`src/design/core_macros.svh`:
```
`ifndef CORE_MACROS_SVH
`define CORE_MACROS_SVH

// ==============================
// datapath widths
// ==============================
`define LEN_WORD        32
`define LEN_INST        32
`define LEN_OPCODE      7
`define LEN_FUNC3       3
`define LEN_FUNC7       7
`define LEN_VREG        6

// ==============================
// contexts and storage
// ==============================
`define NUM_CONTEXT     4
`define LEN_CONTEXT     $clog2(`NUM_CONTEXT)
`define WINDOW_DEPTH    8
`define LEN_WINDOW_PTR  $clog2(`WINDOW_DEPTH)
`define LEN_WINDOW_CNT  $clog2(`WINDOW_DEPTH + 1)
`define IMEM_WORDS      256
`define LEN_IMEM_ADDR   $clog2(`IMEM_WORDS)

`endif

```
`src/design/core_pkg.sv`:
```
`include "core_macros.svh"

`default_nettype none

package core_pkg;

    typedef enum logic [`LEN_OPCODE-1:0] {
        OP_LUI    = 7'b0110111,
        OP_AUIPC  = 7'b0010111,
        OP_JAL    = 7'b1101111,
        OP_JALR   = 7'b1100111,
        OP_BRANCH = 7'b1100011,
        OP_MEML   = 7'b0000011,
        OP_MEMS   = 7'b0100011,
        OP_ALUI   = 7'b0010011,
        OP_ALU    = 7'b0110011,
        OP_FMEML  = 7'b0000111,
        OP_FMEMS  = 7'b0100111,
        OP_FPU    = 7'b1010011,
        OP_INPUT  = 7'b0001011,  // custom-0.
        OP_OUTPUT = 7'b0101011   // custom-1.
    } opcode_e;

    typedef enum logic [3:0] {
        EX_ALU,
        EX_ALU_EXT,
        EX_FPU,
        EX_MEM,
        EX_JUMP,
        EX_BRANCH,
        EX_SUBST,
        EX_IO,
        EX_NONE
    } exec_type_e;

    typedef struct packed {
        logic                 used;
        logic [`LEN_VREG-1:0] addr;  // float bit over 5-bit index.
    } vreg_t;

    typedef struct packed {
        exec_type_e              exec_type;
        vreg_t                   rs1;
        vreg_t                   rs2;
        vreg_t                   rd;
        logic [`LEN_WORD-1:0]    imm;
        logic                    io_type;
        logic [`LEN_FUNC3-1:0]   func3;
        logic [`LEN_FUNC7-1:0]   func7;
        logic [`LEN_WORD-1:0]    pc;
        logic [`LEN_CONTEXT-1:0] context_id;
        logic [`LEN_CONTEXT-1:0] context_b_t;
        logic [`LEN_CONTEXT-1:0] context_b_f;
    } dec_entry_t;

    typedef struct packed {
        logic [`LEN_CONTEXT-1:0] context_id;
        logic [`LEN_WORD-1:0]    pc;
    } fetch_t;

endpackage

`default_nettype wire

```
`src/design/context_manager.sv`:
```
`include "core_macros.svh"

`default_nettype none

module context_manager
    import core_pkg::*;
(
    input  logic                       clk,
    input  logic                       rst_n,
    input  logic                       instr_valid,
    input  logic                       next_pc_ready,
    input  logic                       branch,
    input  logic [`LEN_WORD-1:0]       next_pc,
    input  logic [`LEN_WORD-1:0]       next_pc_f,
    input  logic [`LEN_WINDOW_CNT-1:0] window_count,
    output logic                       fetch_req,
    output logic [`LEN_WORD-1:0]       fetch_addr,
    output logic [`LEN_WORD-1:0]       cur_pc,
    output logic [`LEN_CONTEXT-1:0]    cur_context,
    output logic [`LEN_CONTEXT-1:0]    context_b_t,
    output logic [`LEN_CONTEXT-1:0]    context_b_f,
    output logic                       order,
    output logic                       idle
);

    logic [`NUM_CONTEXT-1:0] active;
    logic [`LEN_WORD-1:0]    pc_tab [`NUM_CONTEXT];
    fetch_t                  in_flight;
    logic                    in_flight_valid;
    logic [`LEN_CONTEXT-1:0] rr_last;
    logic [`LEN_CONTEXT-1:0] pick;
    logic                    pick_valid;
    logic [`LEN_CONTEXT:0]   free_count;
    logic                    free_ok;
    logic                    room;

    assign cur_pc      = in_flight.pc;
    assign cur_context = in_flight.context_id;
    assign context_b_f = in_flight.context_id;
    assign order       = instr_valid & in_flight_valid;
    assign idle        = ~|active & ~in_flight_valid;

    // lowest free context.
    always_comb begin
        context_b_t = '0;
        free_count  = '0;
        for (int i = `NUM_CONTEXT - 1; i >= 0; i--) begin
            if (!active[i]) begin
                context_b_t = i[`LEN_CONTEXT-1:0];
                free_count  = free_count + 1'b1;
            end
        end
    end

    // round robin after the last issued context.
    always_comb begin
        logic [`LEN_CONTEXT-1:0] cand;
        pick       = rr_last;
        pick_valid = 1'b0;
        for (int k = `NUM_CONTEXT; k >= 1; k--) begin
            cand = rr_last + k[`LEN_CONTEXT-1:0];
            if (active[cand] && !(in_flight_valid && in_flight.context_id == cand)) begin
                pick       = cand;
                pick_valid = 1'b1;
            end
        end
    end

    // spare a free context for a branch in decode, else fetch one at a time.
    assign free_ok    = ~order | (free_count > {{`LEN_CONTEXT{1'b0}}, order});
    assign room       = (window_count + {{(`LEN_WINDOW_CNT-1){1'b0}}, order}) < `WINDOW_DEPTH;
    assign fetch_req  = pick_valid & free_ok & room;
    assign fetch_addr = pc_tab[pick];

    always_ff @(posedge clk) begin
        if (fetch_req) begin
            in_flight.context_id <= pick;
            in_flight.pc         <= pc_tab[pick];
        end
    end

    always_ff @(posedge clk) begin
        if (!rst_n) begin
            active          <= `NUM_CONTEXT'(1);
            in_flight_valid <= 1'b0;
            rr_last         <= '1;
            for (int i = 0; i < `NUM_CONTEXT; i++) begin
                pc_tab[i] <= '0;
            end
        end else begin
            in_flight_valid <= fetch_req;  // dropped when the load port wins.
            if (fetch_req) begin
                rr_last <= pick;
            end
            if (order) begin
                if (next_pc_ready) begin
                    pc_tab[cur_context] <= next_pc;
                end else if (branch) begin
                    if (free_count != '0) begin
                        active[context_b_t] <= 1'b1;  // taken path.
                        pc_tab[context_b_t] <= next_pc;
                        pc_tab[cur_context] <= next_pc_f;
                    end
                end else begin
                    active[cur_context] <= 1'b0;  // jalr or unknown opcode.
                end
            end
        end
    end

endmodule

`default_nettype wire

```
`config.mk`:
```
export PLATFORM = sky130hd
export DESIGN_NAME = context_manager
export DESIGN_NICKNAME = d
export VERILOG_FILES = /design/src/design/core_pkg.sv /design/src/design/context_manager.sv
export VERILOG_INCLUDE_DIRS = /design/src /design/src/design
export SDC_FILE = /design/constraint.sdc
export NUM_CORES = 1
export LEC_CHECK = 0
export BUFFER_PORTS_ARGS = -buffer_cell sky130_fd_sc_hd__buf_2
export CORE_ASPECT_RATIO = 0.5
export CORE_MARGIN = 2
export CORE_UTILIZATION = 58
export CTS_CLUSTER_SIZE = 10
export DETAILED_ROUTE_END_ITERATION = 10
export PLACE_DENSITY = 0.85
export RECOVER_POWER = 25
export SYNTH_ARGS = -nofsm -noshare
export SYNTH_HDL_FRONTEND = slang
export SYNTH_SLANG_ARGS = --single-unit
```
`constraint.sdc`:
```
create_clock -name clk -period 6.7 [get_ports clk]
set_input_delay 1.005 -clock clk [delete_from_list [all_inputs] [get_ports clk]]
set_output_delay 1.005 -clock clk [all_outputs]
set_load 0.005 [all_outputs]
```
# [Yosys cells after proc, flatten, opt, wreduce, memory -nomap -nowiden]
# Memories as Yosys holds them, arrays and structs flattened.
# Cells that the tools add are included.
[word_totals] register_bits=41 mem_bits_rw=128 word_cells=111 mem_count=1
[memory_table] name="pc_tab" words=4 word_bits=32 read_ports=1 rd_ports_with_merged_regs=0 write_ports=4 line_no="context_manager.sv:27" source="logic [`LEN_WORD-1:0] pc_tab [`NUM_CONTEXT];"
[op_classes] mux=47 reduce_logical=20 bitwise=15 n_addsub=7 eq_ne=6 order_cmp=10
[op_table] cell="2-to-1 mux 32 bit" count=3
[op_table] cell="OR reduction 32 bit" count=2
[op_table] cell="2-to-1 mux 1 bit" count=24
[op_table] cell="less-than comparator 2 x 3 -> 1 bit, second input constant" count=6
[op_table] cell="2-to-1 mux 2 bit" count=9
[op_table] cell="== test 2 bit" count=5
[op_table] cell="logical AND 1 bit" count=10
[op_table] cell="adder 3 x 1 -> 3 bit, second input constant" count=3
[op_table] cell="2-to-1 mux 3 bit" count=3
[op_table] cell="binary-select mux 1 bit (select 2 bit)" count=4
[op_table] cell="2-to-1 mux 4 bit" count=2
[op_table] cell="AND 1 bit" count=6
[op_table] cell="adder 4 x 1 -> 5 bit" count=1
[op_table] cell="logical NOT 1 bit" count=5
[op_table] cell="less-than comparator 5 x 4 -> 1 bit, second input constant" count=1
[op_table] cell="adder 2 bit, second input constant" count=2
[op_table] cell="AND 4 bit" count=1
[op_table] cell="demux 1 bit (select 2 bit)" count=2
[op_table] cell=">= comparator 2 x 1 -> 1 bit, second input constant" count=2
[op_table] cell="inverter 1 bit" count=4
[op_table] cell="inverter 4 bit" count=1
[op_table] cell="OR 4 bit" count=1
[op_table] cell="OR reduction 4 bit" count=1
[op_table] cell="greater-than comparator 3 x 1 -> 1 bit" count=1
[op_table] cell="5 further kinds" count=6

# [Depth between registers and ports, before layout]
# Gate-level depths: netlist of run 1.
[depth] depth_word=19 ltp_mapped=12

# [Worst setup path before layout of run 1]
# Ideal clock, no wire load.
[synth_timing] kind="register -> register" from="reg active[2]" to="mem pc_tab[1][0] (netlist bit), enable pin" slack_ns=1.878 path_buffers=0 setup_time_ns=0.466 synth_period_minus_slack_ns=4.822 path_stages_with_launch=11 t_arrival_ns=4.357 path_cell_list="dfxtp_1 -> inv_1 -> ha_1 -> xnor2_2 -> ha_1 -> nand2b_1 -> o32a_1 -> a311oi_2 -> nand2_2 -> o31a_1 -> o21ai_0"
[synth_lines] element="from (decl)" line_no="context_manager.sv:26" source="logic [`NUM_CONTEXT-1:0] active;"
[synth_lines] element="from (signal assigned)" line_no="context_manager.sv:84" source="active <= `NUM_CONTEXT'(1);"
[synth_lines] element="to (decl)" line_no="context_manager.sv:27"

# [Worst setup path after layout of run 1]
[layout_timing] from="reg in_flight (netlist bit context_b_f[1])" to="out fetch_addr[0]"
[layout_between] elab_chain_cells=8 word_cells_on_any_way=16
[layout_rtl] element="from (decl)" line_no="context_manager.sv:28" source="fetch_t in_flight;"
[layout_rtl] element="== test 2 bit" line_no="context_manager.sv:62" source="if (active[cand] && !(in_flight_valid && in_flight.context_id == cand)) begin"
[layout_rtl] element="logical AND 1 bit" line_no="context_manager.sv:62"
[layout_rtl] element="logical NOT 1 bit" line_no="context_manager.sv:62"
[layout_rtl] element="logical AND 1 bit" line_no="context_manager.sv:62"
[layout_rtl] element="2-to-1 mux 2 bit (2 in series)" line_no="context_manager.sv:62"
[layout_rtl] element="2-to-1 mux 2 bit (*)" line_no="context_manager.sv:62"
[layout_rtl] element="memory read (4 x 32 bit) (*)"
[layout_rtl] element="to (decl)" line_no="context_manager.sv:17" source="output logic [`LEN_WORD-1:0] fetch_addr,"
# Every way passes the cells marked *; elsewhere a longest branch is shown, timed or not.

==> flow_summary_export.csv, run 1 <==
group,metric,value,unit
outcome,outcome,"finished, violations left",
outcome,violations,"capacitance limit, slew limit",
logic_synthesis,syn-cell-area,9960,sq um
detailed_routing,drtPass1Iterations,6,
setup_path,crit_family,"buffers and inverters",
clock_network,htree_levels,4,
worst_hold_path,hold_class,"reg -> reg",
sta,slew-limit-headroom,-63.9,%
cells_and_area,syn_to_final_growth,13.1,%
sta,final-hold-violation-count,0,
logic_synthesis,yosys_warnings,0,
sta,tns,0,ps
cells_and_area,multi_input_area,4500,sq um
detailed_routing,wl_per_cell,24.2,um
global_route,grt_overflow,0,
setup_path,r2r_end,"cur_pc[5]",
place,place_congestion,0.847,
setup_path,r2r_cells,7,
global_route,grt_util_met1,41.4,%
cells_and_area,drive_gt1_share,20.6,%
sta,rsz0062_at_grt,"no",
logic_synthesis,avgSynthCellArea,11.3,sq um
global_route,globalRouteMet2Util,49.2,%
logic_synthesis,synth_mux_area_share,3.96,%
setup_path,path_common_cell,"mux2i_1",
power,power.density,466,nW/um^2
global_route,antenna_found_initial,3,
logic_synthesis,synth_compound_area_share,25.0,%
global_route,gr-max-usage-layer,"met2",
run,max_cap_violations,2,
die,core_area,16600,sq um
logic_synthesis,synthCells,878,
detailed_routing,first_iter_violations,1267,
setup_path,arrival,4830,ps
setup_path,reg2reg_from,"context_b_f[1]",
logic_synthesis,yosysSeqAreaShare,50.3,%
setup_path,regToRegSetupSlack,910,ps
logic_synthesis,async_flop_share,0,%
logic_synthesis,synth_cell_types,60,
global_route,grt_pass1_wl,44.3,mm
place,portBuffers,145,
sta,period_share,87.0,%
logic_synthesis,syn_nets,957,
power,power,5.25,mW
logic_synthesis,synth_top_family_by_area,"compound AO/OA/AOI/OAI gates",
setup_path,cp-startpoint,"context_b_f[1]",
setup_path,cp_slowest_stage_delay,980,ps
global_route,use_met3,6.31,%
sta,finClkSkew,9.00,ps
logic_synthesis,synthAdderAreaFrac,0.754,%
cells_and_area,regArea,5010,sq um
logic_synthesis,ys_ff_latch,169,
clock_network,cts_setup_buffers,0,
clock_network,ctsHoldBuffers,0,
die,die_h,96.6,um
logic_synthesis,synthFlopType,"edfxtp_1",
sta,period_minus_slack,5830,ps
detailed_routing,postRouteAntennaNets,0,
clock_network,cts.repair.resized,0,
logic_synthesis,synth_xor_xnor_area_share,0.591,%
global_route,grt_max_degree,129,
die,rows,33,
logic_synthesis,synth-edff-count,162,
global_route,track_usage,31.1,%
die,ios,146,
cells_and_area,nets,1032,
place,dp_hpwl,16.3,mm
setup_path,endpoint,"fetch_addr[0]",
setup_path,criticalPathCategory,"reg -> out",
clock_network,cts_buffers,17,
clock_network,insertion_delay,440,ps
detailed_routing,routed_wl,28.9,mm
sta,fmax,0.172,GHz
setup_path,crit_buf_inv,2,
setup_path,start_kind,"flip-flop",
power,p_leak,4.37,nW
detailed_routing,drc,0,
detailed_routing,via_count,8597,
setup_path,cp_data_required_time,5690,ps
sta,worst_pin_slew,2460,ps
clock_network,cts.sinks,169,
clock_network,cts_buffer_depth,2,
clock_network,cts_root_buf,"clkbuf_16",
sta,slew_violations,134,
setup_path,crit_cells,8,
setup_path,critPathSlowestCell,"clkbuf_1",
clock_network,cts_tree,"yes",
detailed_routing,vias_per_cell,7.19,
sta,setup_viol,0,
power,ir_drop,384,uV
clock_network,path_clk_slew,70,ps
setup_path,crit_chain,"xnor2_2, mux2i_1, a221o_4, and2_2, clkbuf_1, a311oi_1, mux2i_1, buf_2",
die,dieWidth,189,um
setup_path,critPathMaxFanout,43,
global_route,first_global_vias,8238,
die,die-area,18300,sq um
cells_and_area,fillers,1204,
die,start_util,60.0,%
logic_synthesis,synth-simple-area-share,13.9,%
setup_path,critPathCaptureType,"primary output",
-- how the worst min path moves through the flow --
stage	start	depth (start not counted)	endpoint
floorplan	active[0]	2	active[1]
CTS	active[0]	2	active[0]
detailed placement	active[0]	2	active[0]
finish	active[0]	2	active[0]
global route	active[0]	2	active[0]
global placement	active[0]	2	active[1]
-- cell usage after synthesis (2+ instances only) --
cell type  number  area [sq um]
xnor2_1         2          17.5
xnor2_2         2          32.5
mux2i_1        36           360
or3_1           3          18.8
a311oi_1       64           561
nor2b_1         3          18.8
inv_1          12          45.0
nor2_1          9          33.8
nand3_1         8          40.0
buf_4           6          45.0
clkbuf_1       59           221
and3_1          2          12.5
o21ai_0         9          45.0
o32a_1          2          20.0
o31a_1          2          17.5
and3b_1         2          17.5
ha_1            6          75.1
and4_1         65           569
or2_2           2          12.5
nand2b_1        7          43.8
nand2_1       139           522
nand3b_1        3          22.5
and2_1          2          12.5
o31ai_1         2          15.0
a21boi_0        4          30.0
a22o_1        128          1120
dfxtp_1         7           140
buf_2          26           130
a22oi_1        65           488
edfxtp_1      162          4860
a41oi_1         2          17.5
buf_6           9           101
-- stage by stage --
step / std cells / util [%] / worst slack [ps] / hold WS [ps] / area [sq um]
finish: 1196 / 67.8 / 870 / 583 / 11300
global route: 1196 / 67.8 / 655 / 628 / 11300
CTS: 1193 / 68.0 / 1550 / 580 / 11300
detailed placement: 1161 / 64.3 / 2020 / 572 / 10700
global placement: 1161 / 64.3 / 2250 / 560 / 10700
floorplan: 878 / - / 1880 / 504 / 9960
-- logic make-up (layout without fill, tap and decap cells) --
group / count (synthesis) / after routing
AOI/OAI and AO/OA: 295 / 295
and+or+nand+nor: 251 / 251
DFF: 169 / 169
buffers and inverters: 114 / 202
muxes: 38 / 38
adders and majority gates: 6 / 6
xor gates and xnor gates: 5 / 5
other: 0 / 3
-- layout make-up --
type / instances / area share (%)
clock inverter: 15 / 1.69
inverter: 12 / 0.411
sequential: 169 / 44.5
antenna: 3 / 0.0667
timing repair buffer: 158 / 7.08
multi-input combinational: 595 / 40.0
tap: 227 / 2.52
clock buffer: 17 / 3.78
-- worst reg2reg max path, stage by stage (launching register included) --
cell and delay [ps]:
edfxtp_1 610, xnor2_2 320, mux2i_1 180, a221o_4 620
clkbuf_2 990, and4_1 630, nor2_4 210, clkbuf_1 1780
-- placed cells by master (no fill, tap or decap), types with 4 or more instances in the layout --
cell type  synthesis  routed
a311oi_1          64      65
nand3_1            8       8
clkbuf_1          59      15
mux2i_1           36      36
and4_1            65      65
inv_1             12      11
buf_2             26     132
a22o_1           128     128
o21ai_0            9       6
edfxtp_1         162     162
ha_1               6       6
inv_6              0       5
dfxtp_1            7       6
buf_4              6      10
nor2_4             0       4
a21boi_0           4       4
a22oi_1           65      65
nor2_1             9       5
clkbuf_16          0      17
nand2_1          139     138
nand2b_1           7       7
-- power by group --
part | leakage (nW) | switching (mW) | total, mW | internal (mW)
clock | 0.293 | 0.453 | 1.05 | 0.596
sequential | 1.71 | 0.137 | 1.59 | 1.46
combinational | 2.36 | 1.67 | 2.61 | 0.941
-- per-layer routing --
| layer | part of all wire, % | up-vias |
|---|---|---|
| met4 | 2.7 | 0 |
| met5 | 0 | - |
| met2 | 47 | 616 |
| li1 | - | 3729 |
| met1 | 39 | 4174 |
| met3 | 11 | 78 |
-- flip-flops by register name, summed over array words and instances, names as in the netlist --
name	cells
cur_pc	32
active	4
in_flight_valid	1
context_b_f	2
pc_tab	128
rr_last	2
Note: power is estimated with default switching activity, not from simulation.
==> inputs of run 2 (changes only) <==
SKIP_CTS_REPAIR_TIMING = 1   (was unset)
clock period = 6.2 ns   (was 6.7 ns; I/O delays follow)
==> run 2 against run 1 <==
The run still ends with capacitance limit, slew limit left. Worst hold slack improved by 12 ps. Die area unchanged. Sequential share of layout area grew 0.18 points. Clock skew is 1.8 ps higher. Setup slack got worse by 73 ps. Via count decreased by 2.9%. Register-to-register slack got worse by 110 ps. Combinational power is 6% higher. Total power grew 5.9%. Critical endpoint is now pc_tab[0][27].
==> flow_summary_export.csv, run 2 (synthesis gave the netlist of run 1 again) <==
group,metric,value,unit
detailed_routing,drc,0,
run,max_cap_violations,3,
sta,rsz0062_at_grt,"no",
sta,finClkSkew,10.8,ps
detailed_routing,vias_per_cell,6.99,
sta,period_minus_slack,5400,ps
detailed_routing,drtPass1Iterations,6,
die,start_util,60.0,%
power,ir_drop,513,uV
global_route,grt_overflow,0,
setup_path,start_kind,"flip-flop",
sta,tns,0,ps
sta,worst_pin_slew,2400,ps
setup_path,reg2reg_from,"active[3]",
clock_network,cts_buffers,17,
detailed_routing,via_count,8350,
clock_network,path_clk_slew,80,ps
cells_and_area,layoutNonFillerInstCount,1194,
global_route,grt_pass1_wl,41.1,mm
detailed_routing,routed_wl,26.8,mm
global_route,first_global_vias,7880,
detailed_routing,first_iter_violations,1007,
sta,slew_violations,85,
die,core_area,16600,sq um
setup_path,regToRegSetupSlack,800,ps
sta,postLayoutSetupSlackWorst,797,ps
global_route,grt_max_degree,129,
sta,slew-limit-headroom,-60.2,%
clock_network,insertion_delay,430,ps
setup_path,r2r_cells,10,
place,place_congestion,0.810,
die,dieWidth,189,um
setup_path,cp-startpoint,"active[3]",
setup_path,r2r_end,"pc_tab[0][27]",
power,power,5.56,mW
place,dp_hpwl,15.2,mm
clock_network,cts_buffer_depth,2,
sta,period_share,87.1,%
setup_path,arrival,5410,ps
setup_path,criticalPathCategory,"reg -> reg",
sta,setup_viol,0,
cells_and_area,regMostFlops,"pc_tab",
die,die_h,96.6,um
detailed_routing,postRouteAntennaNets,0,
sta,fmax,0.185,GHz
outcome,outcome,"finished, violations left",
outcome,violations,"capacitance limit, slew limit",
die,ios,146,
setup_path,endpoint,"pc_tab[0][27]",
die,rows,33,
sta,final-hold-violation-count,0,
detailed_routing,wl_per_cell,22.4,um
place,portBuffers,145,
clock_network,cts_tree,"yes",
setup_path,cp_data_required_time,6200,ps
clock_network,cts.sinks,169,
die,die-area,18300,sq um
clock_network,htree_levels,4,
power,power.density,496,nW/um^2
power,p_leak,4.35,nW
setup_path,critPathCaptureType,"flip-flop",
cells_and_area,largest_reg_flops,128,
cells_and_area,drive_gt1_share,19.9,%
place,place_inst,1160,
global_route,antenna_found_initial,2,
cells_and_area,final_cell_mix,"edfxtp_1 (162), nand2_1 (138), buf_2 (129), a22o_1 (128)",
sta,hold_slack,595,ps
cells_and_area,syn_to_final_growth,12.6,%
global_route,track_usage,28.6,%
setup_path,critPathMaxFanout,32,
cells_and_area,nets,1031,
clock_network,cts_root_buf,"clkbuf_16",
worst_hold_path,hold_class,"reg -> reg",
cells_and_area,layout_commonest_cell,"edfxtp_1",
place,pre_cts_ws,1530,ps
[run 2: final cells by class]
type                    instances  area [sq um]
fillers                      1196          5380
flip-flops and latches        169          5010
multi-input cells             595          4480
repair buffers                157           788
clock buffers                  17           425
well taps                     227           284
clock inverters                15           174
inverters                      12          46.3
diodes                          2          5.00
[run 2: how the worst min path moves through the flow]
stage	startpoint	endpoint	slack, ps	cells after the start
2_1_floorplan	active[0]	active[1]	500	2
3_3_place_gp	active[0]	active[1]	580	2
3_5_place_dp	active[0]	active[0]	580	2
4_1_cts	active[0]	active[0]	590	2
5_1_grt	active[0]	active[1]	630	2
6_report	active[0]	active[0]	590	2
[run 2: critical path, cell delays in order, from the launching register on]
cell,delay (ps)
dfxtp_1,490
inv_1,110
ha_1,310
xnor2_1,270
ha_1,200
nand2b_1,80
o32a_1,210
a311oi_1,1100
a21oi_1,390
o21ai_4,220
clkbuf_1,1590
[run 2: stage by stage]
| step | utilization [%] | area [sq um] |
|---|---|---|
| 2_1_floorplan | - | 9960 |
| 3_3_place_gp | 64.3 | 10700 |
| 3_5_place_dp | 64.3 | 10700 |
| 4_1_cts | 67.9 | 11300 |
| 5_1_grt | 67.5 | 11200 |
| 6_report | 67.6 | 11200 |
[run 2: power breakdown]
part / internal, mW / leakage, nW / switching [mW] / total, mW
logic: 1.02 / 2.34 / 1.76 / 2.77
registers: 1.57 / 1.71 / 0.142 / 1.71
clock network: 0.547 / 0.292 / 0.526 / 1.07
total: 3.14 / 4.35 / 2.42 / 5.56
[run 2: metal layers]
metal / wire (um) / track usage [%] / vias to the layer above
met5: 12 / 0 / -
met4: 415 / 11.7 / 2
met3: 2580 / 5.19 / 43
met2: 13200 / 46.4 / 496
met1: 10600 / 38.3 / 4082
li1: - / - / 3727
