--- config.mk ---
export PLATFORM = sky130hd
export DESIGN_NAME = inst_window
export DESIGN_NICKNAME = d
export VERILOG_FILES = /design/src/design/core_pkg.sv /design/src/design/inst_window.sv
export VERILOG_INCLUDE_DIRS = /design/src /design/src/design
export SDC_FILE = /design/constraint.sdc
export NUM_CORES = 1
export LEC_CHECK = 0
export ABC_AREA = 1
export BUFFER_PORTS_ARGS = -buffer_cell sky130_fd_sc_hd__buf_4
export CORE_MARGIN = 3
export CORE_UTILIZATION = 30
export DETAILED_ROUTE_END_ITERATION = 7
export GPL_TIMING_DRIVEN = 0
export MAX_ROUTING_LAYER = met4
export PLACE_DENSITY = 0.55
export SLEW_MARGIN = 20
export SYNTH_ARGS = -nofsm -noshare
export SYNTH_HDL_FRONTEND = slang
export SYNTH_SLANG_ARGS = --single-unit
--- constraint.sdc ---
create_clock -name clk -period 6.1 [get_ports clk]
set_clock_uncertainty 0.2 [all_clocks]
set_input_delay 0.305 -clock clk [delete_from_list [all_inputs] [get_ports clk]]
set_output_delay 0.305 -clock clk [all_outputs]
set_load 0.1 [all_outputs]
--- src/design/core_macros.svh ---
`ifndef CORE_MACROS_SVH
`define CORE_MACROS_SVH

// ==============================
// datapath widths
// ==============================
`define LEN_WORD        32
`define LEN_INST        32
`define LEN_OPCODE      7
`define LEN_FUNC3       3
`define LEN_FUNC7       7
`define LEN_VREG        6

// ==============================
// contexts and storage
// ==============================
`define NUM_CONTEXT     4
`define LEN_CONTEXT     $clog2(`NUM_CONTEXT)
`define WINDOW_DEPTH    8
`define LEN_WINDOW_PTR  $clog2(`WINDOW_DEPTH)
`define LEN_WINDOW_CNT  $clog2(`WINDOW_DEPTH + 1)
`define IMEM_WORDS      256
`define LEN_IMEM_ADDR   $clog2(`IMEM_WORDS)

`endif

--- src/design/core_pkg.sv ---
`include "core_macros.svh"

`default_nettype none

package core_pkg;

    typedef enum logic [`LEN_OPCODE-1:0] {
        OP_LUI    = 7'b0110111,
        OP_AUIPC  = 7'b0010111,
        OP_JAL    = 7'b1101111,
        OP_JALR   = 7'b1100111,
        OP_BRANCH = 7'b1100011,
        OP_MEML   = 7'b0000011,
        OP_MEMS   = 7'b0100011,
        OP_ALUI   = 7'b0010011,
        OP_ALU    = 7'b0110011,
        OP_FMEML  = 7'b0000111,
        OP_FMEMS  = 7'b0100111,
        OP_FPU    = 7'b1010011,
        OP_INPUT  = 7'b0001011,  // custom-0.
        OP_OUTPUT = 7'b0101011   // custom-1.
    } opcode_e;

    typedef enum logic [3:0] {
        EX_ALU,
        EX_ALU_EXT,
        EX_FPU,
        EX_MEM,
        EX_JUMP,
        EX_BRANCH,
        EX_SUBST,
        EX_IO,
        EX_NONE
    } exec_type_e;

    typedef struct packed {
        logic                 used;
        logic [`LEN_VREG-1:0] addr;  // float bit over 5-bit index.
    } vreg_t;

    typedef struct packed {
        exec_type_e              exec_type;
        vreg_t                   rs1;
        vreg_t                   rs2;
        vreg_t                   rd;
        logic [`LEN_WORD-1:0]    imm;
        logic                    io_type;
        logic [`LEN_FUNC3-1:0]   func3;
        logic [`LEN_FUNC7-1:0]   func7;
        logic [`LEN_WORD-1:0]    pc;
        logic [`LEN_CONTEXT-1:0] context_id;
        logic [`LEN_CONTEXT-1:0] context_b_t;
        logic [`LEN_CONTEXT-1:0] context_b_f;
    } dec_entry_t;

    typedef struct packed {
        logic [`LEN_CONTEXT-1:0] context_id;
        logic [`LEN_WORD-1:0]    pc;
    } fetch_t;

endpackage

`default_nettype wire

--- src/design/inst_window.sv ---
`include "core_macros.svh"

`default_nettype none

module inst_window
    import core_pkg::*;
(
    input  logic                       clk,
    input  logic                       rst_n,
    input  logic                       push,
    input  dec_entry_t                 push_entry,
    input  logic                       pop,
    output dec_entry_t                 head,
    output logic                       not_empty,
    output logic [`LEN_WINDOW_CNT-1:0] count
);

    dec_entry_t                 entries [`WINDOW_DEPTH];
    logic [`LEN_WINDOW_PTR-1:0] wr_ptr;
    logic [`LEN_WINDOW_PTR-1:0] rd_ptr;
    logic                       full;
    logic                       do_push;
    logic                       do_pop;

    assign full      = (count == `WINDOW_DEPTH);
    assign not_empty = (count != '0);
    assign do_pop    = pop & not_empty;
    assign do_push   = push & (~full | do_pop);
    assign head      = entries[rd_ptr];

    always_ff @(posedge clk) begin
        if (do_push) begin
            entries[wr_ptr] <= push_entry;
        end
    end

    always_ff @(posedge clk) begin
        if (!rst_n) begin
            wr_ptr <= '0;
            rd_ptr <= '0;
            count  <= '0;
        end else begin
            if (do_push) begin
                wr_ptr <= wr_ptr + 1'b1;
            end
            if (do_pop) begin
                rd_ptr <= rd_ptr + 1'b1;
            end
            case ({do_push, do_pop})
                2'b10:   count <= count + 1'b1;
                2'b01:   count <= count - 1'b1;
                default: count <= count;  // both or neither.
            endcase
        end
    end

endmodule

`default_nettype wire

# Word-level counts from Yosys, hierarchy flattened
# Memory sizes are Yosys's and may differ from the RTL's. A register that Yosys moved wholly into a read port is not among the register bits.
# Cells that the tools add are included.
[word_totals]
regBits = 10
ram_bits = 848
in_bits = 110
output_inout_bits = 111
elab_cells = 22
memories = 1
[mem_list]
columns = ["name", "words", "width", "rd", "rd_clocked_by_memory_dff", "wr", "line_no", "text"]
rows = [
  ["entries", 8, 106, 1, 1, 1, "inst_window.sv:18", "dec_entry_t entries [`WINDOW_DEPTH];"],
]
[classes]
add_sub_neg = 4
n_eq_ne = 3
muxes = 5
bitwise_logic = 4
reduce_logical = 2
[op_table]
columns = ["cell", "count"]
rows = [
  ["$pmux W4 S2", 1],
  ["$add A3 B1 Y3 const B", 2],
  ["$mux W3", 2],
  ["$add A4 B1 Y4 const B", 1],
  ["$eq A4 B4 Y1 const B", 1],
  ["$reduce_bool A4 Y1", 1],
  ["$sub A4 B1 Y4 const B", 1],
  ["$and A1 B1 Y1", 2],
  ["$eq A2 B1 Y1 const B", 1],
  ["$eq A2 B2 Y1 const B", 1],
  ["$mux W1", 2],
  ["$reduce_bool A2 Y1", 1],
  ["$not A1 Y1", 1],
  ["$or A1 B1 Y1", 1],
]

# Depth between registers and ports, before layout
# Gate-level depths: netlist of the first run.
[logic_depth]
ltp_word = 6
ltp_mapped = 13

# Worst setup path before layout of the first run
# Ideal clock, no wire load.
[synth_path]
path_type = "register -> register"
start = "register count[0]"
end = "memory entries[0][0] in the netlist's numbering, enable pin"
setup_time_ns = 0.572
arrival_ns = 6.026
path_slack_ns = -0.698
path_stages_with_launch = 7
path_buffers = 0
period_less_slack_ns = 6.798
cell_sequence = "dfxtp_1 -> nor2_1 -> nand3_1 -> nand2_1 -> inv_1 -> nand2_1 -> nor2_1"
[synth_between]
elab_chain_len = 6
[synth_lines]
columns = ["element", "line_no", "text"]
rows = [
  ["from (decl)", "inst_window.sv:15", "output logic [`LEN_WINDOW_CNT-1:0] count"],
  ["from (signal assigned)", "inst_window.sv:50", "2'b10: count <= count + 1'b1;"],
  ["from (signal assigned)", "inst_window.sv:51", "2'b01: count <= count - 1'b1;"],
  ["from (signal assigned)", "inst_window.sv:52", "default: count <= count;"],
  ["$reduce_bool A4 Y1 / $eq A4 B4 Y1 (equally long branches)", "-", ""],
  ["$and A1 B1 Y1 / $not A1 Y1 (equally long branches)", "inst_window.sv:27, inst_window.sv:28", ""],
  ["$or A1 B1 Y1 *", "inst_window.sv:28", "assign do_push = push & (~full | do_pop);"],
  ["$and A1 B1 Y1 *", "inst_window.sv:28", ""],
  ["$mux W1 *", "inst_window.sv:32", "if (do_push) begin"],
  ["$mux W1 (not written as such) *", "inst_window.sv:33", "entries[wr_ptr] <= push_entry;"],
  ["to (decl)", "inst_window.sv:18", ""],
]
# Mark *: on every way between the ends. The rest lies on a longest branch, timed or not.

==> metrics.md, run 1 <==
| Metric | Value |
|---|---|
| Status | completed |
| Leading area contributor after synthesis | edfxtp_1 |
| M2 GR Usage | 28.0% |
| Crit path launch type | register |
| Final Max Slew Viols | 0 |
| Clock root cell | clkbuf_16 |
| Hold WS | 0.232 ns |
| Nets@finish | 3,082 |
| Post-synthesis sequential area ratio | 76.8% |
| Final setup violation count | 0 |
| P_leak | 14.6 nW |
| Largest net degree at the start of global routing | 22 |
| First-pass GRT wire length | 145,000 µm |
| Worst Tran Pin Value | 0.961 ns |
| Worst vdd ir | 0.000244 V |
| Period utilization | 65.3% |
| CTS Sinks | 861 |
| Vias in the first global route | 21,505 |
| Seq. cell area | 25,700 µm² |
| WS Path Type | register to output pin |
| CTS tree | done |
| Fmax | 0.251 GHz |
| PortBufs | 219 |
| Rel. slew slack | 35.9% |
| Synth cell types | 20 |
| Dpl hpwl | 64,700 µm |
| Area share of the largest cell type after synthesis | 76.0% |
| Fill cell count | 10,326 |
| Initial antenna violation count | 14 |
| Area of the core | 110,000 µm² |
| Die area | 116,000 µm² |
| Syn_area_per_cell | 13.4 µm² |
| Gate Count Post-Synth | 2,491 |
| Synthesized flop and latch total | 861 |
| CTS-repair resized insts | 0 |
| CP endpoint kind | output pin |
| Area Overhead vs Synth | 26.6% |
| Residual DRC | 0 |
| Overall power | 18.2 mW |
| Yosys warns | 0 |
| Min-delay worst type | input pin to register |
| CP Data Required Time | 5.59 ns |
| Top Usage Layer GRT | met2 |
| Grt ovf | 0 |
| Commonest non-fill, non-tap cell in the layout | edfxtp_1 |
| Met1 usage | 22.7% |
| Post-CTS Hold Fix Bufs | 112 |
| Violation count after the first detailed-route iteration | 1,857 |
| Syn nets | 2,606 |
| Worst EP arrival | 3.48 ns |
| Met3 usage | 3.32% |
| CTS clk-pin slew, worst paths | 0.06 ns |
| Power Density | 430 nW/µm² |
| IO Count | 221 |
| H-tree depth | 3 |
| Die width | 340 µm |
| Die height | 340 µm |
| Wire per inst | 22.0 µm |
| First-pass iteration count of the detailed router | 6 |
| RSZ-0062 raised after global routing | no |
| Final Hold Viols | 0 |
| Post-CTS Repair Setup Buffers | 0 |
| Post-layout minimum cycle time | 3.98 ns |
| Final setup TNS | 0 ns |
| Synth area leaders | edfxtp_1 (76%), nor2_1 (7.3%), o32ai_1 (5.5%) |
| Number of max-cap violations | 0 |
| Crit Path Max Fanout | 10 |
| Vias per cell | 4.79 |
| Via count | 21,721 |
| Area post-placement | 38,300 µm² |
| Most frequent cells in the layout | edfxtp_1 (848), nor2_1 (645), nand2_1 (342) |
| Final GP Congestion | 0.743 |
| Cell Area, Synth | 33,500 µm² |
| Post-route cell area | 42,400 µm² |
| Num rows | 121 |
| Total GRT Usage | 17.4% |
| Initial Utilization | 30.5% |
| Share of layout cells above drive strength 1 | 16.4% |
| TritonCTS Buffers | 94 |
| Skew-Pair Late Insertion Delay | 0.64 ns |
| Clk buf depth | 3 |
| WL final | 99,800 µm |
| Area of the multi-input gates | 6910 µm² |
| Post-DRT Antenna Nets | 0 |
==> synth_stat cells, drive strengths merged <==
master and instances:
a21oi 10, buf 85, clkbuf 79, dfxtp 13, edfxtp 848, fa 1, ha 4, inv 17
nand2 342, nand3 8, nand4 1, nor2 653, o21ai 217, o32ai 212, xnor2 1
==> stage by stage <==
stage	cells	util, %	setup slack (ns)
floorplan	2491	-	-0.698
global placement	4186	33.7	-5.03
detailed placement	4235	34.9	2.78
CTS	4518	38.6	2.06
global route	4531	38.6	1.95
finish	4533	38.6	2.12
==> flip-flops by register name (all words and copies together), names as in the netlist, named ones only <==
name     count
rd_ptr       3
count        4
entries    848
wr_ptr       3
==> path summary, 6_finish.rpt <==
path,slack (ns),end,cells past startpoint,from
setup / recovery,2.12,head[56],8,register
hold / removal,0.23,entries[2][34],2,push_entry[34]
setup reg to reg,2.88,count[3],13,count[0]
hold reg to reg,0.26,rd_ptr[2],2,rd_ptr[2]
==> final cells by class <==
class | count | area share, %
buffer | 164 | 2.01
timing repair buffer | 380 | 9.37
multi-input combinational | 1449 | 16.3
clock inverter | 65 | 1.38
clock buffer | 106 | 5.65
antenna | 15 | 0.0885
sequential | 861 | 60.7
tap | 1476 | 4.36
inverter | 17 | 0.162
==> power breakdown <==
| group | internal (mW) | leakage, nW | total (mW) | switching (mW) |
|---|---|---|---|---|
| Sequential | 6.68 | 7.81 | 6.73 | 0.0452 |
| Clock | 3.21 | 1.46 | 5.52 | 2.32 |
| Combinational | 1.33 | 5.32 | 5.99 | 4.65 |
==> logic make-up (layout without fill, tap and decap cells) <==
logic type | Yosys count | after routing | synth area share (%)
xor gates and xnor gates | 1 | 1 | 0.0262
AOI/OAI and AO/OA | 439 | 439 | 8.93
DFF | 861 | 861 | 76.8
adders and majority gates | 5 | 5 | 0.209
and+or+nand+nor | 1004 | 1004 | 11.3
buffers and inverters | 181 | 732 | 2.75
other | 0 | 15 | 0
==> metal layers <==
| layer | vias up | routed length, µm |
|---|---|---|
| li1 | 10136 | - |
| met1 | 10730 | 43000 |
| met2 | 716 | 47900 |
| met3 | 139 | 6610 |
| met4 | 0 | 2280 |
| met5 | - | 0 |
==> worst max-delay path, stage by stage (launching register included) <==
cell,delay [ns]
dfxtp_1,0.30
buf_2,0.39
buf_2,0.54
clkbuf_1,0.48
o21ai_0,0.22
o32ai_1,0.19
nand2_1,0.11
nand2_1,0.24
buf_4,0.35
No activity file was read; power rests on OpenSTA's default activity.
==> inputs of run 2 (changes only) <==
==> constraint.sdc (replaced) <==
create_clock -name clk -period 3.66 [get_ports clk]
set_clock_uncertainty 0.2 [all_clocks]
set_input_delay 0.183 -clock clk [delete_from_list [all_inputs] [get_ports clk]]
set_output_delay 0.183 -clock clk [all_outputs]
set_load 0.1 [all_outputs]
==> run 2 against run 1 <==
Setup slack worse by 2.0 ns. Worst hold slack worse by 0.10 ns. Count of clock-buffer cells in the layout up 12. Flip-flop and latch count unchanged. Die area unchanged. Non-clock buffer count down 4. Sequential power up 66%. Critical endpoint is now head[59]. Highest routed layer unchanged.
==> metrics.md, run 2 (synthesis gave the netlist of run 1 again) <==
| Metric | Value |
|---|---|
| Largest Register | entries |
| Residual DRC | 0 (unchanged) |
| Most frequent cells in the layout | edfxtp_1 (848), nor2_1 (645), nand2_1 (342) |
| First-pass iteration count of the detailed router | 5 (-1) |
| Crit Path Max Fanout | 10 (unchanged) |
| H-tree depth | 3 (unchanged) |
| Post-CTS Repair Setup Buffers | 0 (unchanged) |
| Worst vdd ir | 0.000602 V (+150%) |
| Via count | 21,885 (+0.76%) |
| Num rows | 121 (unchanged) |
| CP endpoint kind | output pin |
| Status | completed |
| Critical R2R Launch | count[0] |
| Share of layout cells above drive strength 1 | 16.6% (+0.21 points) |
| CTS clk-pin slew, worst paths | 0.06 ns (about the same) |
| TritonCTS Buffers | 91 (-3.2%) |
| Post-Place Worst Slack | 0.255 ns (-2.52 ns) |
| CTS Sinks | 861 (unchanged) |
| P_leak | 14.5 nW (-0.70%) |
| Dpl hpwl | 64,300 µm (-0.69%) |
| Total GRT Usage | 17.4% (+0.022 points) |
| Final Max Slew Viols | 0 (unchanged) |
| Area of the core | 110,000 µm² (unchanged) |
| First-pass GRT wire length | 146,000 µm (+0.60%) |
| Largest register FFs | 848 (unchanged) |
| CTS tree | done |
| Number of max-cap violations | 0 (unchanged) |
| IO Count | 221 (unchanged) |
| Final GP Congestion | 0.766 (+3.1%) |
| Grt ovf | 0 (unchanged) |
| Power Density | 711 nW/µm² (+65%) |
| Area Overhead vs Synth | 25.5% |
| Crit path launch type | register |
| Post-DRT Antenna Nets | 0 (unchanged) |
| PortBufs | 219 (unchanged) |
| Post-layout minimum cycle time | 3.55 ns |
| Min-delay worst type | input pin to register |
| Fin worst setup slack | 0.115 ns (-2.00 ns) |
| WL final | 99,900 µm (about the same) |
| Largest registers | entries x848, count x4 |
| Vias per cell | 4.84 (+0.98%) |
| Die width | 340 µm (unchanged) |
| CP Data Required Time | 3.28 ns (-2.31 ns) |
| Commonest non-fill, non-tap cell in the layout | edfxtp_1 |
| Nets@finish | 3,075 (-0.23%) |
| Vias in the first global route | 22,051 (+2.5%) |
| Final Hold Viols | 0 (unchanged) |
| Worst Hold Launch | push_entry[38] |
| Largest net degree at the start of global routing | 22 (unchanged) |
| WS Path Type | register to output pin |
| Skew-Pair Late Insertion Delay | 0.63 ns (about the same) |
| Initial Utilization | 30.5% (unchanged) |
| Rel. slew slack | 51.1% (+15 points) |
| Clk buf depth | 3 (unchanged) |
| Final setup violation count | 0 (unchanged) |
| Initial antenna violation count | 13 (-1) |
| Die area | 116,000 µm² (unchanged) |
| Wire per inst | 22.1 µm (+0.26%) |
| Die height | 340 µm (unchanged) |
| Fill cell count | 10,451 (+1.2%) |
| Fmax | 0.282 GHz |
| RSZ-0062 raised after global routing | yes |
| Worst Tran Pin Value | 0.734 ns (-0.227 ns) |
| Clock root cell | clkbuf_16 |
| Worst EP arrival | 3.16 ns (-0.32 ns) |
| Period utilization | 96.9% |
| Util after Layout | 38.3% (-0.32 points) |
| Violation count after the first detailed-route iteration | 2,012 (+8.3%) |
[run 2: worst paths after layout]
path | endpoint | slack (ns) | cells past startpoint
worst max register to register | count[3] | 0.39 | 13
worst min register to register | rd_ptr[2] | 0.26 | 2
worst min-delay path | entries[3][38] | 0.13 | 2
worst max-delay path | head[59] | 0.11 | 9
[run 2: where the power goes]
part           switching (mW)  total (mW)  leakage (nW)  internal, mW
clock                    3.76        8.70          1.37          4.94
sequential             0.0764        11.2          7.81          11.1
combinational            7.76        10.0          5.30          2.24
[run 2: per-stage QoR]
stage	std cells	power [mW]	hold WS [ns]	area, µm²	TNS [ns]
after global routing	4521	31.1	0.110	42000	-0.00319
after global placement	4186	21.3	0.218	37100	-1016.06
after CTS	4510	30.2	0.0792	42000	0
after detailed placement	4231	21.4	0.221	38000	0
final	4523	29.9	0.128	42000	0
after floorplan	2491	18.3	0.0819	33600	0
[run 2: worst max-delay path, stage by stage (launching register included)]
cell and delay, ns:
dfxtp_1 0.38, buf_6 0.25, buf_6 0.30, buf_6 0.26, buf_4 0.24, nor2_1 0.07, o32ai_1 0.29, nand2_1 0.09
nand2_1 0.26, buf_4 0.35
[run 2: timing repair]
action | 4_1_cts | 5_1_grt
setup endpoints to repair | 102 | 24
hold endpoints to repair | 861 | 0
hold buffers | 113 | 0
pin swaps | 0 | 0
resized for setup | 18 | 20
[run 2: metal layers]
layer | track usage (%) | share of wire (%)
met1 | 23.2 | 44
met4 | 4.28 | 2.0
met3 | 2.84 | 6.2
met5 | - | 0
met2 | 28.0 | 48
[run 2: cell type report]
class | instances | area, µm² | share of cell area (%)
Buffer | 163 | 891 | 2.12
Multi-Input combinational cell | 1449 | 6910 | 16.4
Antenna cell | 13 | 32.5 | 0.0774
Tap cell | 1476 | 1850 | 4.39
Clock inverter | 49 | 347 | 0.824
Timing Repair Buffer | 377 | 3770 | 8.97
Inverter | 17 | 68.8 | 0.164
Sequential cell | 861 | 25700 | 61.2
Clock buffer | 118 | 2450 | 5.83
==> inputs of run 3 (changes only) <==
--- a/config.mk
+++ b/config.mk
@@ -13,7 +13,8 @@
 export DETAILED_ROUTE_END_ITERATION = 7
 export GPL_TIMING_DRIVEN = 0
 export MAX_ROUTING_LAYER = met4
-export PLACE_DENSITY = 0.55
+export PLACE_DENSITY = 0.54
+export SETUP_SLACK_MARGIN = 0.5
 export SLEW_MARGIN = 20
 export SYNTH_ARGS = -nofsm -noshare
 export SYNTH_HDL_FRONTEND = slang
==> run 3 against run 2 <==
Sequential share of layout area decreased by 2.1 points. Flip-flop and latch count unchanged. Die area unchanged. Register-to-register slack improved by 0.67 ns. Sequential power about the same. Total power increased by 6.3%. Combinational power increased by 11%. Setup slack improved by 0.46 ns. Critical endpoint is now head[54]. Largest cell class unchanged.
==> metrics.md, run 3 (synthesis gave the netlist of run 1 again) <==
| Metric | Value |
|---|---|
| Initial Utilization | 30.5% (unchanged) |
| Hold path cells | 2 (unchanged) |
| Top Usage Layer GRT | met2 |
| Total GRT Usage | 17.5% (+0.037 points) |
| M2 GR Usage | 28.4% (+0.41 points) |
| Clock root cell | clkbuf_16 |
| Largest register FFs | 848 (unchanged) |
| Die width | 340 µm (unchanged) |
| CP endpoint kind | output pin |
| Period utilization | 84.3% (-13 points) |
| Met3 usage | 2.75% (-0.089 points) |
| PortBufs | 219 (unchanged) |
| Hold WS | 0.112 ns (-0.0164 ns) |
| Post-CTS Repair Setup Buffers | 0 (unchanged) |
| Rel. slew slack | 49.4% (-1.7 points) |
| Share of layout cells above drive strength 1 | 19.7% (+3.1 points) |
| Fill cell count | 10,325 (-1.2%) |
| Nets@finish | 3,079 (+0.13%) |
| First-pass GRT wire length | 147,000 µm (+0.62%) |
| Worst vdd ir | 0.000550 V (-8.8%) |
| Met1 usage | 23.2% (about the same) |
| Area Overhead vs Synth | 30.1% |
| Final GP Congestion | 0.752 (-1.8%) |
| Post-DRT Antenna Nets | 0 (unchanged) |
| Final setup violation count | 0 (unchanged) |
| CP Data Required Time | 3.28 ns (about the same) |
| Worst Tran Pin Value | 0.757 ns (+0.0234 ns) |
| IO Count | 221 (unchanged) |
| Die height | 340 µm (unchanged) |
| Area of the core | 110,000 µm² (unchanged) |
| First-pass iteration count of the detailed router | 5 (unchanged) |
| Final Max Slew Viols | 0 (unchanged) |
| Wire per inst | 22.2 µm (+0.46%) |
| Largest net degree at the start of global routing | 22 (unchanged) |
| Crit path launch type | register |
| Clk buf depth | 3 (unchanged) |
| Vias per cell | 4.79 (-0.90%) |
| Number of max-cap violations | 0 (unchanged) |
| Fin worst setup slack | 0.573 ns (+0.458 ns) |
| CTS tree | done |
| Vias in the first global route | 22,113 (+0.28%) |
| Residual DRC | 0 (unchanged) |
| H-tree depth | 3 (unchanged) |
| WL final | 100,000 µm (+0.59%) |
| WS Path Type | register to output pin |
| Min-delay worst type | input pin to register |
| Violation count after the first detailed-route iteration | 1,633 (-19%) |
| Worst EP arrival | 2.70 ns (-0.46 ns) |
| Reg2Reg Depth | 10 (-3) |
| Largest Register | entries |
| Most frequent cells in the layout | edfxtp_1 (848), nor2_1 (642), nand2_1 (307) |
| Die area | 116,000 µm² (unchanged) |
| Commonest non-fill, non-tap cell in the layout | edfxtp_1 |
| RSZ-0062 raised after global routing | yes |
| TritonCTS Buffers | 95 (+4.4%) |
| Placed cell count | 4,231 (unchanged) |
| Fmax | 0.324 GHz (+15%) |
| Status | completed |
| Final Instance Count excl. Fillers | 4,529 (+0.13%) |
| CTS clk-pin slew, worst paths | 0.06 ns (about the same) |
| Largest registers | entries x848, count x4 |
| Reg-to-reg setup timing slack | 1.06 ns (+0.67 ns) |
| Power Density | 729 nW/µm² (+2.5%) |
| Grt ovf | 0 (unchanged) |
| Crit Path Max Fanout | 10 (unchanged) |
| Initial antenna violation count | 12 (-1) |
| Num rows | 121 (unchanged) |
| Via count | 21,716 (-0.77%) |
| Overall power | 31.8 mW (+6.3%) |
| P_leak | 15.1 nW (+4.4%) |
| Util after Layout | 39.7% (+1.4 points) |
| Post-Place Worst Slack | 0.421 ns (+0.166 ns) |
| CTS Sinks | 861 (unchanged) |
| Final Hold Viols | 0 (unchanged) |
| Dpl hpwl | 64,500 µm (+0.26%) |
| Skew-Pair Late Insertion Delay | 0.64 ns (about the same) |
| Post-layout minimum cycle time | 3.09 ns (-0.458 ns) |
-- run 3: final timing paths --
path,start,end
max reg2reg,count[3],entries[2][75]
min,push_entry[32],entries[6][32]
min reg2reg,rd_ptr[2],rd_ptr[2]
max,register,head[54]
-- run 3: final cells by class --
cell class / instances / area, µm² / area share (%)
plain buffers: 164 / 1180 / 2.72
repair buffers: 376 / 4480 / 10.3
diodes: 14 / 35.0 / 0.0804
clock buffers: 117 / 2520 / 5.79
clock inverters: 55 / 552 / 1.27
multi-input cells: 1449 / 7160 / 16.4
inverters: 17 / 78.8 / 0.181
flip-flops and latches: 861 / 25700 / 59.0
well taps: 1476 / 1850 / 4.24
-- run 3: timing repair --
action / in CTS / in global routing
gates cloned: 0 / 1
endpoints found under the hold margin: 861 / 0
setup endpoints to repair: 106 / 103
resized for setup: 241 / 130
pin swaps: 0 / 1
hold buffers: 111 / 0
-- run 3: layer usage --
metal  wire, µm  up-vias
met3       5450      120
met4       1730        0
met1      44400    10874
met5          0        -
li1           -    10137
met2      48900      585
-- run 3: worst max-delay path, stage by stage, from the launching register on --
cell and delay, ns:
dfxtp_2 0.37, buf_12 0.19, buf_12 0.21, buf_12 0.21
buf_6 0.18, nor2_1 0.06, o32ai_1 0.33, nand2_1 0.11
nand2_2 0.15, buf_8 0.21
-- run 3: metrics by stage --
stage	setup TNS, ns	cell area (µm²)
floorplan	0	33600
global placement	-872.23	37100
detailed placement	0	38100
CTS	0	43100
global route	0	43600
finish	0	43600
-- run 3: power by group --
group | total [mW] | internal [mW] | switching [mW] | leakage (nW)
clock | 9.46 | 5.60 | 3.86 | 1.49
combinational | 11.1 | 3.12 | 7.99 | 5.81
sequential | 11.2 | 11.1 | 0.0815 | 7.81
